<file path="src/design/pipe_ctrl_pkg.sv">
// shared types for the scalar E1/E2/WB control path
// exception codes follow the RISC-V mcause values, bit 5 marks an interrupt
package pipe_ctrl_pkg;

    typedef logic [31:0] word_t;    // data word or address
    typedef logic [4:0]  reg_idx_t; // integer register index
    typedef logic [5:0]  excp_t;    // exception code

    //----------------------------------------------------------------------
    // exception codes
    //----------------------------------------------------------------------
    localparam excp_t EXCP_NONE             = 6'h00;
    localparam excp_t EXCP_MISALIGNED_FETCH = 6'h10;
    localparam excp_t EXCP_MISALIGNED_LOAD  = 6'h14;
    localparam excp_t EXCP_FAULT_LOAD       = 6'h15;
    localparam excp_t EXCP_MISALIGNED_STORE = 6'h16;
    localparam excp_t EXCP_FAULT_STORE      = 6'h17;
    localparam excp_t EXCP_PAGE_FAULT_LOAD  = 6'h1D;
    localparam excp_t EXCP_PAGE_FAULT_STORE = 6'h1F;
    localparam excp_t EXCP_INTERRUPT        = 6'h20;

    localparam int unsigned RD_LSB  = 7;     // rd field is opcode[11:7]
    localparam word_t       PC_STEP = 32'd4; // no compressed instructions

    //----------------------------------------------------------------------
    // bundles
    //----------------------------------------------------------------------
    typedef struct packed {
        logic  valid;
        logic  accept;
        logic  lsu;
        logic  csr;
        logic  div;
        logic  mul;
        logic  branch;
        logic  rd_valid;
        excp_t exception;
        logic  take_interrupt;
        logic  branch_taken;
        word_t branch_target;
        word_t pc;
        word_t opcode;
        word_t operand_ra;
        word_t operand_rb;
    } issue_req_t;

    typedef struct packed {
        logic alu;
        logic load;
        logic store;
        logic csr;
        logic div;
        logic mul;
        logic branch;
        logic rd_valid;
        logic intr;     // interrupt taken on this slot
        logic complete;
    } ctrl_flags_t;

    typedef struct packed {
        logic        valid;
        ctrl_flags_t ctrl;
        word_t       pc;
        word_t       npc;
        word_t       opcode;
        word_t       operand_ra;
        word_t       operand_rb;
        excp_t       exception;
        word_t       result;
    } stage_t;

    typedef struct packed {
        word_t alu_result;
        word_t csr_value;
        excp_t csr_exception;
    } e1_result_t;

    typedef struct packed {
        logic  mem_complete;
        word_t mem_result;
        excp_t mem_exception;
        word_t mul_result;
    } e2_result_t;

    typedef struct packed {
        logic  complete;
        word_t result;
    } div_result_t;

    typedef struct packed {
        logic     valid;
        logic     csr;
        reg_idx_t rd;
        word_t    result;
        word_t    pc;
        word_t    opcode;
        word_t    operand_ra;
        word_t    operand_rb;
        excp_t    exception;
    } commit_t;

endpackage

</file>
<file path="src/design/pipe_commit_stage.sv">
// WB register and commit record
// outputs read as idle while the pipe is stalled
`timescale 1ns/10ps

module pipe_commit_stage
(
    input  logic                     clk_i,
    input  logic                     rst_i,
    input  pipe_ctrl_pkg::stage_t     e2_i,
    input  pipe_ctrl_pkg::e2_result_t e2_result_i,
    input  logic                     issue_stall_i,
    input  logic                     squash_wb_i,
    output pipe_ctrl_pkg::commit_t    commit_o
);
    import pipe_ctrl_pkg::*;

    logic        valid_q;
    ctrl_flags_t ctrl_q;
    excp_t       excp_q;
    word_t       result_q;
    word_t       pc_q;
    word_t       opcode_q;
    word_t       ra_q;
    word_t       rb_q;

    logic        valid_adv_w;
    logic        mem_fault_w;
    logic        commit_valid_w;
    reg_idx_t    rd_w;

    assign valid_adv_w = e2_i.valid & ~issue_stall_i;

    // load/store faults never retire
    always_comb
    begin
        case (e2_i.exception)
            EXCP_MISALIGNED_LOAD,
            EXCP_FAULT_LOAD,
            EXCP_MISALIGNED_STORE,
            EXCP_FAULT_STORE,
            EXCP_PAGE_FAULT_LOAD,
            EXCP_PAGE_FAULT_STORE: mem_fault_w = 1'b1;
            default:               mem_fault_w = 1'b0;
        endcase
    end

    always_ff @(posedge clk_i or posedge rst_i)
    begin
        if (rst_i)
        begin
            valid_q <= 1'b0;
            ctrl_q  <= '0;
            excp_q  <= EXCP_NONE;
        end
        else if (!issue_stall_i)
        begin
            if (squash_wb_i)
            begin
                valid_q <= 1'b0;
                ctrl_q  <= '0;
                excp_q  <= EXCP_NONE;
            end
            else
            begin
                valid_q         <= e2_i.valid & ~mem_fault_w;
                ctrl_q          <= e2_i.ctrl;
                ctrl_q.rd_valid <= e2_i.ctrl.rd_valid & ~(|e2_i.exception); // no rf write
                excp_q          <= e2_i.exception;
            end
        end
    end

    always_ff @(posedge clk_i)
    begin
        if (!issue_stall_i && !squash_wb_i)
        begin
            pc_q     <= e2_i.pc;
            opcode_q <= e2_i.opcode;
            ra_q     <= e2_i.operand_ra;
            rb_q     <= e2_i.operand_rb;
            if (valid_adv_w && (e2_i.ctrl.load || e2_i.ctrl.store))
                result_q <= e2_result_i.mem_result;
            else if (valid_adv_w && e2_i.ctrl.mul)
                result_q <= e2_result_i.mul_result;
            else
                result_q <= e2_i.result;
        end
    end

    assign commit_valid_w = valid_q & ~issue_stall_i;
    assign rd_w = (commit_valid_w && ctrl_q.rd_valid) ? opcode_q[RD_LSB +: 5] : '0;

    assign commit_o = '{valid: commit_valid_w, csr: ctrl_q.csr & ~issue_stall_i, rd: rd_w,
                        result: result_q, pc: pc_q, opcode: opcode_q, operand_ra: ra_q,
                        operand_rb: rb_q, exception: excp_q};

endmodule

</file>
<file path="src/design/pipe_ctrl_top.sv">
// three stage E1/E2/WB control, scalar path only
// stall_o is expected to be fed back into issue_stall_i
`timescale 1ns/10ps

module pipe_ctrl_top
#(
    parameter bit SUPPORT_LOAD_BYPASS = 1'b1,
    parameter bit SUPPORT_MUL_BYPASS  = 1'b1
)
(
    input  logic                      clk_i,
    input  logic                      rst_i,
    input  pipe_ctrl_pkg::issue_req_t  issue_req_i,
    input  pipe_ctrl_pkg::e1_result_t  e1_result_i,
    input  pipe_ctrl_pkg::e2_result_t  e2_result_i,
    input  pipe_ctrl_pkg::div_result_t div_result_i,
    input  logic                      issue_stall_i,
    input  logic                      squash_e1_e2_i,
    input  logic                      squash_wb_i,
    output pipe_ctrl_pkg::commit_t     commit_o,
    output logic                      stall_o,
    output logic                      squash_e1_e2_o,
    output logic                      load_e1_o,
    output logic                      store_e1_o,
    output logic                      mul_e1_o,
    output logic                      branch_e1_o,
    output pipe_ctrl_pkg::reg_idx_t    rd_e1_o,
    output logic                      load_e2_o,
    output logic                      mul_e2_o,
    output pipe_ctrl_pkg::reg_idx_t    rd_e2_o,
    output pipe_ctrl_pkg::word_t       result_e2_o
);
    import pipe_ctrl_pkg::*;

    stage_t e1_w;
    stage_t e2_w;
    logic   e2_wr_w;

    pipe_issue_stage u_issue
    (
        .clk_i          (clk_i),
        .rst_i          (rst_i),
        .issue_req_i    (issue_req_i),
        .issue_stall_i  (issue_stall_i),
        .squash_e1_e2_i (squash_e1_e2_i),
        .squash_local_i (squash_e1_e2_o),
        .e1_o           (e1_w)
    );

    pipe_exec_stage #(
        .SUPPORT_LOAD_BYPASS (SUPPORT_LOAD_BYPASS),
        .SUPPORT_MUL_BYPASS  (SUPPORT_MUL_BYPASS)
    ) u_exec (
        .clk_i          (clk_i),
        .rst_i          (rst_i),
        .e1_i           (e1_w),
        .e1_result_i    (e1_result_i),
        .e2_result_i    (e2_result_i),
        .div_result_i   (div_result_i),
        .issue_stall_i  (issue_stall_i),
        .squash_e1_e2_i (squash_e1_e2_i),
        .e2_o           (e2_w),
        .result_e2_o    (result_e2_o),
        .stall_o        (stall_o),
        .squash_e1_e2_o (squash_e1_e2_o)
    );

    pipe_commit_stage u_commit
    (
        .clk_i         (clk_i),
        .rst_i         (rst_i),
        .e2_i          (e2_w),
        .e2_result_i   (e2_result_i),
        .issue_stall_i (issue_stall_i),
        .squash_wb_i   (squash_wb_i),
        .commit_o      (commit_o)
    );

    //----------------------------------------------------------------------
    // hazard hints for the issue logic
    //----------------------------------------------------------------------
    assign load_e1_o   = e1_w.ctrl.load;
    assign store_e1_o  = e1_w.ctrl.store;
    assign mul_e1_o    = e1_w.ctrl.mul;
    assign branch_e1_o = e1_w.ctrl.branch;
    assign rd_e1_o     = e1_w.ctrl.rd_valid ? e1_w.opcode[RD_LSB +: 5] : '0;

    // E2 rd only counts once the op can actually move on
    assign e2_wr_w   = e2_w.valid & ~issue_stall_i & e2_w.ctrl.rd_valid & ~stall_o;
    assign load_e2_o = e2_w.ctrl.load;
    assign mul_e2_o  = e2_w.ctrl.mul;
    assign rd_e2_o   = e2_wr_w ? e2_w.opcode[RD_LSB +: 5] : '0;

endmodule

</file>
<file path="src/design/pipe_exec_stage.sv">
// E2 register, result select and exception resolution
// memory and multiply results arrive combinationally while E2 holds the op
`timescale 1ns/10ps

module pipe_exec_stage
#(
    parameter bit SUPPORT_LOAD_BYPASS = 1'b1,
    parameter bit SUPPORT_MUL_BYPASS  = 1'b1
)
(
    input  logic                      clk_i,
    input  logic                      rst_i,
    input  pipe_ctrl_pkg::stage_t      e1_i,
    input  pipe_ctrl_pkg::e1_result_t  e1_result_i,
    input  pipe_ctrl_pkg::e2_result_t  e2_result_i,
    input  pipe_ctrl_pkg::div_result_t div_result_i,
    input  logic                      issue_stall_i,
    input  logic                      squash_e1_e2_i,
    output pipe_ctrl_pkg::stage_t      e2_o,
    output pipe_ctrl_pkg::word_t       result_e2_o,
    output logic                      stall_o,
    output logic                      squash_e1_e2_o
);
    import pipe_ctrl_pkg::*;

    logic        valid_q;
    ctrl_flags_t ctrl_q;
    excp_t       excp_q;
    word_t       pc_q;
    word_t       npc_q;
    word_t       opcode_q;
    word_t       ra_q;
    word_t       rb_q;
    word_t       result_q;
    logic        squash_q;

    logic        flush_w;
    logic        mem_e2_w;
    logic        valid_adv_w;
    excp_t       excp_w;
    word_t       result_w;

    assign flush_w     = squash_e1_e2_o | squash_e1_e2_i;
    assign mem_e2_w    = ctrl_q.load | ctrl_q.store;
    assign valid_adv_w = valid_q & ~issue_stall_i;

    //----------------------------------------------------------------------
    // E2 register
    //----------------------------------------------------------------------
    always_ff @(posedge clk_i or posedge rst_i)
    begin
        if (rst_i)
        begin
            valid_q <= 1'b0;
            ctrl_q  <= '0;
            excp_q  <= EXCP_NONE;
        end
        else if (!issue_stall_i)
        begin
            if (flush_w)
            begin
                valid_q <= 1'b0;
                ctrl_q  <= '0;
                excp_q  <= EXCP_NONE;
            end
            else
            begin
                valid_q <= e1_i.valid;
                ctrl_q  <= e1_i.ctrl;
                if (e1_i.ctrl.intr)
                    excp_q <= EXCP_INTERRUPT;
                else if (|e1_i.exception)
                begin
                    valid_q <= 1'b0;        // bad fetch never retires
                    excp_q  <= e1_i.exception;
                end
                else if (e1_i.valid)
                    excp_q <= e1_result_i.csr_exception;
                else
                    excp_q <= EXCP_NONE;
            end
        end
    end

    always_ff @(posedge clk_i)
    begin
        if (!issue_stall_i && !flush_w)
        begin
            pc_q     <= e1_i.pc;
            npc_q    <= e1_i.npc;
            opcode_q <= e1_i.opcode;
            ra_q     <= e1_i.operand_ra;
            rb_q     <= e1_i.operand_rb;
            if (e1_i.ctrl.div)
                result_q <= div_result_i.result;
            else if (e1_i.ctrl.csr)
                result_q <= e1_result_i.csr_value;
            else
                result_q <= e1_result_i.alu_result;
        end
    end

    // late result forwarding
    always_comb
    begin
        result_w = result_q;
        if (SUPPORT_LOAD_BYPASS && valid_adv_w && mem_e2_w)
            result_w = e2_result_i.mem_result;
        else if (SUPPORT_MUL_BYPASS && valid_adv_w && ctrl_q.mul)
            result_w = e2_result_i.mul_result;
    end

    // memory fault replaces whatever E2 carried
    assign excp_w = (valid_q && mem_e2_w && e2_result_i.mem_complete) ?
                    e2_result_i.mem_exception : excp_q;

    // divide waits in E1, memory access waits in E2
    assign stall_o = (e1_i.ctrl.div & ~div_result_i.complete)
                     | (mem_e2_w & ~e2_result_i.mem_complete);

    //----------------------------------------------------------------------
    // squash, held one extra unstalled cycle
    //----------------------------------------------------------------------
    always_ff @(posedge clk_i or posedge rst_i)
    begin
        if (rst_i)
            squash_q <= 1'b0;
        else if (!issue_stall_i)
            squash_q <= |excp_w;
    end

    assign squash_e1_e2_o = (|excp_w) | squash_q;
    assign result_e2_o    = result_w;

    assign e2_o = '{valid: valid_q, ctrl: ctrl_q, pc: pc_q, npc: npc_q, opcode: opcode_q,
                    operand_ra: ra_q, operand_rb: rb_q, exception: excp_w,
                    result: result_q};

endmodule

</file>
<file path="src/design/pipe_issue_stage.sv">
// E1 capture, one instruction per cycle
// an issue is taken only when valid and accept are both high
`timescale 1ns/10ps

module pipe_issue_stage
(
    input  logic                     clk_i,
    input  logic                     rst_i,
    input  pipe_ctrl_pkg::issue_req_t issue_req_i,
    input  logic                     issue_stall_i,
    input  logic                     squash_e1_e2_i, // external flush
    input  logic                     squash_local_i, // flush raised by E2
    output pipe_ctrl_pkg::stage_t    e1_o
);
    import pipe_ctrl_pkg::*;

    logic        valid_q;
    ctrl_flags_t ctrl_q;
    excp_t       excp_q;
    word_t       pc_q;
    word_t       npc_q;
    word_t       opcode_q;
    word_t       ra_q;
    word_t       rb_q;

    logic        accept_w;
    logic        misaligned_w;
    logic        intr_w;
    ctrl_flags_t ctrl_w;
    excp_t       excp_w;

    assign accept_w = issue_req_i.valid & issue_req_i.accept
                      & ~(squash_e1_e2_i | squash_local_i);
    assign intr_w   = issue_req_i.take_interrupt;

    // target must be word aligned
    assign misaligned_w = issue_req_i.branch_taken && (issue_req_i.branch_target[1:0] != 2'b00);

    //----------------------------------------------------------------------
    // classification
    //----------------------------------------------------------------------
    always_comb
    begin
        ctrl_w.alu      = ~(issue_req_i.lsu | issue_req_i.csr | issue_req_i.div
                            | issue_req_i.mul) & ~intr_w;
        ctrl_w.load     = issue_req_i.lsu & issue_req_i.rd_valid & ~intr_w;
        ctrl_w.store    = issue_req_i.lsu & ~issue_req_i.rd_valid & ~intr_w;
        ctrl_w.csr      = issue_req_i.csr & ~intr_w;
        ctrl_w.div      = issue_req_i.div & ~intr_w;
        ctrl_w.mul      = issue_req_i.mul & ~intr_w;
        ctrl_w.branch   = issue_req_i.branch & ~intr_w;
        ctrl_w.rd_valid = issue_req_i.rd_valid & ~intr_w;
        ctrl_w.intr     = intr_w;
        ctrl_w.complete = 1'b1;
    end

    // an exception from fetch/decode wins over the branch check
    assign excp_w = (|issue_req_i.exception) ? issue_req_i.exception :
                    misaligned_w             ? EXCP_MISALIGNED_FETCH : EXCP_NONE;

    always_ff @(posedge clk_i or posedge rst_i)
    begin
        if (rst_i)
        begin
            valid_q <= 1'b0;
            ctrl_q  <= '0;
            excp_q  <= EXCP_NONE;
        end
        else if (!issue_stall_i)
        begin
            valid_q <= accept_w;
            ctrl_q  <= accept_w ? ctrl_w : '0;   // bubble otherwise
            excp_q  <= accept_w ? excp_w : EXCP_NONE;
        end
    end

    always_ff @(posedge clk_i)
    begin
        if (!issue_stall_i && accept_w)
        begin
            pc_q     <= issue_req_i.pc;
            npc_q    <= issue_req_i.branch_taken ? issue_req_i.branch_target
                                                 : issue_req_i.pc + PC_STEP;
            opcode_q <= issue_req_i.opcode;
            ra_q     <= issue_req_i.operand_ra;
            rb_q     <= issue_req_i.operand_rb;
        end
    end

    assign e1_o = '{valid: valid_q, ctrl: ctrl_q, pc: pc_q, npc: npc_q, opcode: opcode_q,
                    operand_ra: ra_q, operand_rb: rb_q, exception: excp_q, result: '0};

endmodule

</file>
<file path="config.mk">
export PLATFORM = sky130hd
export DESIGN_NAME = pipe_ctrl_top
export DESIGN_NICKNAME = d
export VERILOG_FILES = /design/src/design/pipe_ctrl_pkg.sv /design/src/design/pipe_commit_stage.sv /design/src/design/pipe_ctrl_top.sv /design/src/design/pipe_exec_stage.sv /design/src/design/pipe_issue_stage.sv
export SDC_FILE = /design/constraint.sdc
export NUM_CORES = 1
export LEC_CHECK = 0
export BUFFER_PORTS_ARGS = -buffer_cell sky130_fd_sc_hd__buf_4
export CAP_MARGIN = 25
export CORE_AREA = 2 2 224 226
export DETAILED_ROUTE_END_ITERATION = 8
export DIE_AREA = 0 0 226 228
export HOLD_SLACK_MARGIN = 0.02
export PLACE_DENSITY_LB_ADDON = 0.15
export SYNTH_ARGS = -nofsm -noshare
export SYNTH_HDL_FRONTEND = slang
export SYNTH_SLANG_ARGS = --single-unit
</file>
<file path="constraint.sdc">
create_clock -name clk_i -period 5.35 [get_ports clk_i]
set_input_delay 0.2675 -clock clk_i [delete_from_list [all_inputs] [get_ports clk_i]]
set_output_delay 0.2675 -clock clk_i [all_outputs]
set_load 0.005 [all_outputs]
</file>
==> summary.md <==
| Metric | Value |
|---|---|
| Reg power frac | `between 50 and 60%` |
| Core outline area | `49,300 um2` |
| Max Freq | `between 200 and 300 MHz` |
| Most common cell after layout, fill and taps aside | `buf_4` |
| Cell variety after synth | `42` |
| Sequential-to-total area share from yosys stat | `slightly below 90%` |
| DR pass1 iterations | `5` |
| Crit-path slowest cell | `nand2_2` |
| All-Layer GR Usage | `~17%` |
| First-pass GRT wire length | `~65,000 um` |
| #FFs+latches synth | `between 400 and 500` |
| Clk network pwr share | `approximately 40%` |
| Drt wl/cell | `between 15 and 20 um` |
| CTS Buf Count | `50` |
| Routed vias | `around 10,000` |
| P&R area growth vs syn | `51.1%` |
| Final setup viols | `0` |
| Buf+Inv Stages, Crit Path | `2` |
| Internal cell power | `~7 mW` |
| Crit path required time | `around 5.1 ns` |
| DR iter-0 viols | `558` |
| Slew Limit Headroom | `roughly a third` |
| Vias in the first global route | `between 10,000 and 15,000` |
| Worst setup SP type | `flip-flop` |
| Row Count | `between 80 and 90` |
| Worst skew pair latency | `0.58 ns` |
| CP Cell Sequence | `nor2b_1 > nand2_2 > buf_4 > mux2i_1 > o21ai_0 > buf_4` |
| Final Worst Setup Slack | `around 2.0 ns` |
| Reg clk slew, reported paths | `0.06 ns` |
| Post-Synthesis Cells | `851` |
| Layout cells sized above 1 | `between 30% and 40%` |
| Post-layout min period | `approximately 3.4 ns` |
| PostCTS Resize Cnt | `0` |
| Placer Congestion | `0.840` |
| Most frequent cells in the layout | `buf_4 (555), edfxtp_1 (448), dlygate4sd3_1 (191)` |
| MaxCap Viol Count | `0` |
| CP max FO | `22` |
| Cell family with most CP delay | `simple AND/OR/NAND/NOR gates` |
| Fin crit share | `63.1%` |
| Comb pwr share | `just over 9%` |
| CTS root buf | `clkbuf_16` |
| Pins Over Slew Limit | `0` |
| CP max stage delay | `about 0.52 ns` |
| Initial antenna violation count | `5` |
| Unrepaired setup endpoints after global routing | `no` |
| Fin. Hold Viols | `0` |
| Status | `finished clean` |
| Synthesized cell area | `16,600 um2` |
| Total global routing overflow | `0` |
| Switch share | `about 22%` |
| Die X | `between 200 and 250 um` |
| Power Density | `353 nW/um2` |
| Boundary Pins | `roughly 580` |
| Register area | `roughly 14,000 um2` |
| Syn. warnings | `0` |
| Post-synth ARST share | `7.63%` |
| WL final | `roughly 46,000 um` |
| Chip height | `roughly 230 um` |
| Setup_tns | `0 ns` |
| Synthesized Nets | `1,206` |
| Pin count of the biggest net entering global routing | `130` |
| Drt drc | `0` |
| CTS max path bufs | `3` |
| VDD IR max | `about 0.27 mV` |
| Setup Crit Path Kind | `reg -> out` |
| Worst Setup End Kind | `output port` |
| Area of the multi-input gates | `a little over 2000 um2` |
| Top FF cell, synth | `edfxtp_1` |
| Post-route ant nets | `0` |
| Clock Skews | `between 0.02 and 0.025 ns` |
| DP Worst Slack | `about 2.1 ns` |
| Worst slew pin tran | `1.01 ns` |
| R2R Path Start | `u_exec.e2_o[206]` |
| Placed wire-length estimate | `approximately 31,000 um` |
| H-tree Lvls | `2` |
| Most frequent CP cell | `buf_4` |
| Worst hold path class | `in -> reg` |
| Syn avg cell area | `~20 um2` |
| Number of synthesized flops with an enable pin | `about 450` |
| Filler cells | `4,117` |
| CTS Sinks | `around 490` |
| Starting Density | `between 30% and 40%` |
| CTS tree | `built` |
| Hold Crit Start | `e2_result_i[59]` |
| Die area | `around 52,000 um2` |
| Hold-fix buffers, CTS | `191` |
| Worst setup path startpoint | `u_exec.valid_q` |
| Static Leakage | `slightly below 10 nW` |
| Number of I/O port buffers | `~550` |
| Nets | `a little under 2,000` |
| Post-CTS setup repair buffer count | `0` |
| Vias/cell | `about 4.3` |
| Net Sw Power | `~1.9 mW` |
| Critical Path AT | `3.11 ns` |
==> metal layers <==
layer,up-vias,global-route usage (%),wire [um]
met5,-,0,13
met4,2,5.77,1210
met3,64,5.91,4040
met2,381,30.7,23300
met1,4861,18.9,17000
li1,4824,-,-
==> path summary, 6_finish.rpt <==
kind	end	slack (ns)	depth (start not counted)
hold reg to reg	u_commit.opcode_q[17]	0.42	0
setup reg to reg	u_exec.ra_q[15]	2.11	5
min in group asynchronous	u_commit.excp_q[2]	0.38	4
max in group asynchronous	u_issue.e1_o[204]	4.61	4
hold / removal	u_commit.result_q[21]	0.05	3
setup / recovery	result_e2_o[29]	1.97	6
==> kinds of logic after synthesis <==
| family | synth area share (%) |
|---|---|
| flip-flops | 86.6 |
| AND/OR/NAND/NOR | 4.04 |
| AO/OA/AOI/OAI | 4.10 |
| multiplexers | 4.16 |
| buffers and inverters | 1.13 |
==> flip-flops by register name, indices dropped and copies added, names as in the netlist, 5 cells and up <==
register / count
u_exec.ra_q: 32
u_issue.excp_q: 6
u_commit.rb_q: 32
u_issue.rb_q: 32
u_issue.opcode_q: 32
u_commit.excp_q: 6
u_commit.result_q: 32
u_issue.ra_q: 32
u_exec.e2_o: 5
u_exec.result_q: 32
u_commit.pc_q: 32
u_issue.e1_o: 9
u_commit.ra_q: 32
u_commit.opcode_q: 32
u_exec.rb_q: 32
u_exec.pc_q: 32
u_exec.opcode_q: 32
u_exec.excp_q: 6
u_issue.pc_q: 32
==> through the flow <==
step	power, mW	instance area (um2)	cells	utilization [%]	hold WS (ns)
CTS	8.98	25100	2329	50.8	0.0205
floorplan	4.87	16600	851	-	0.366
global route	9.20	25100	2333	50.9	0.0287
finish	8.86	25100	2334	50.9	0.0451
global placement	5.35	21500	2046	43.6	0.400
detailed placement	5.36	21500	2046	43.6	0.405
==> area by class of cell <==
class	instances	share of cell area, %
Timing Repair Buffer	748	24.4
Antenna cell	4	0.0399
Clock buffer	59	5.20
Tap cell	672	3.35
Multi-Input combinational cell	326	8.20
Inverter	7	0.155
Clock inverter	33	1.36
Sequential cell	485	57.3
==> power by group through the flow <==
stage          logic, mW  clock network (mW)  registers (mW)
2_1_floorplan      0.221                   0            4.65
3_3_place_gp       0.697                   0            4.65
3_5_place_dp       0.702                   0            4.66
4_1_cts            0.824                3.57            4.58
5_1_grt            0.872                3.72            4.60
6_report           0.802                3.47            4.58
==> Yosys cell counts, types with 2 or more instances <==
cell,count,area (um2)
nand2_1,92,345
mux2i_1,69,691
a32o_1,9,90.1
inv_1,6,22.5
nor2_1,7,26.3
nand3b_1,5,37.5
and3_1,7,43.8
nor4_1,2,12.5
buf_2,11,55.1
a21oi_1,5,25.0
o31ai_1,5,37.5
edfxtp_1,448,13500
o21ai_0,83,415
nor2b_1,5,31.3
and2_1,10,62.6
clkbuf_1,15,56.3
a41oi_1,2,17.5
buf_4,4,30.0
nor3_1,2,10.0
dfrtp_1,37,926
a22o_1,6,52.6
==> tightest hold or removal path, cell delays in order <==
cell     delay, ns
buf_4         0.08
nand2_1       0.03
o21ai_0       0.10
(Power assumes the default switching activity.)
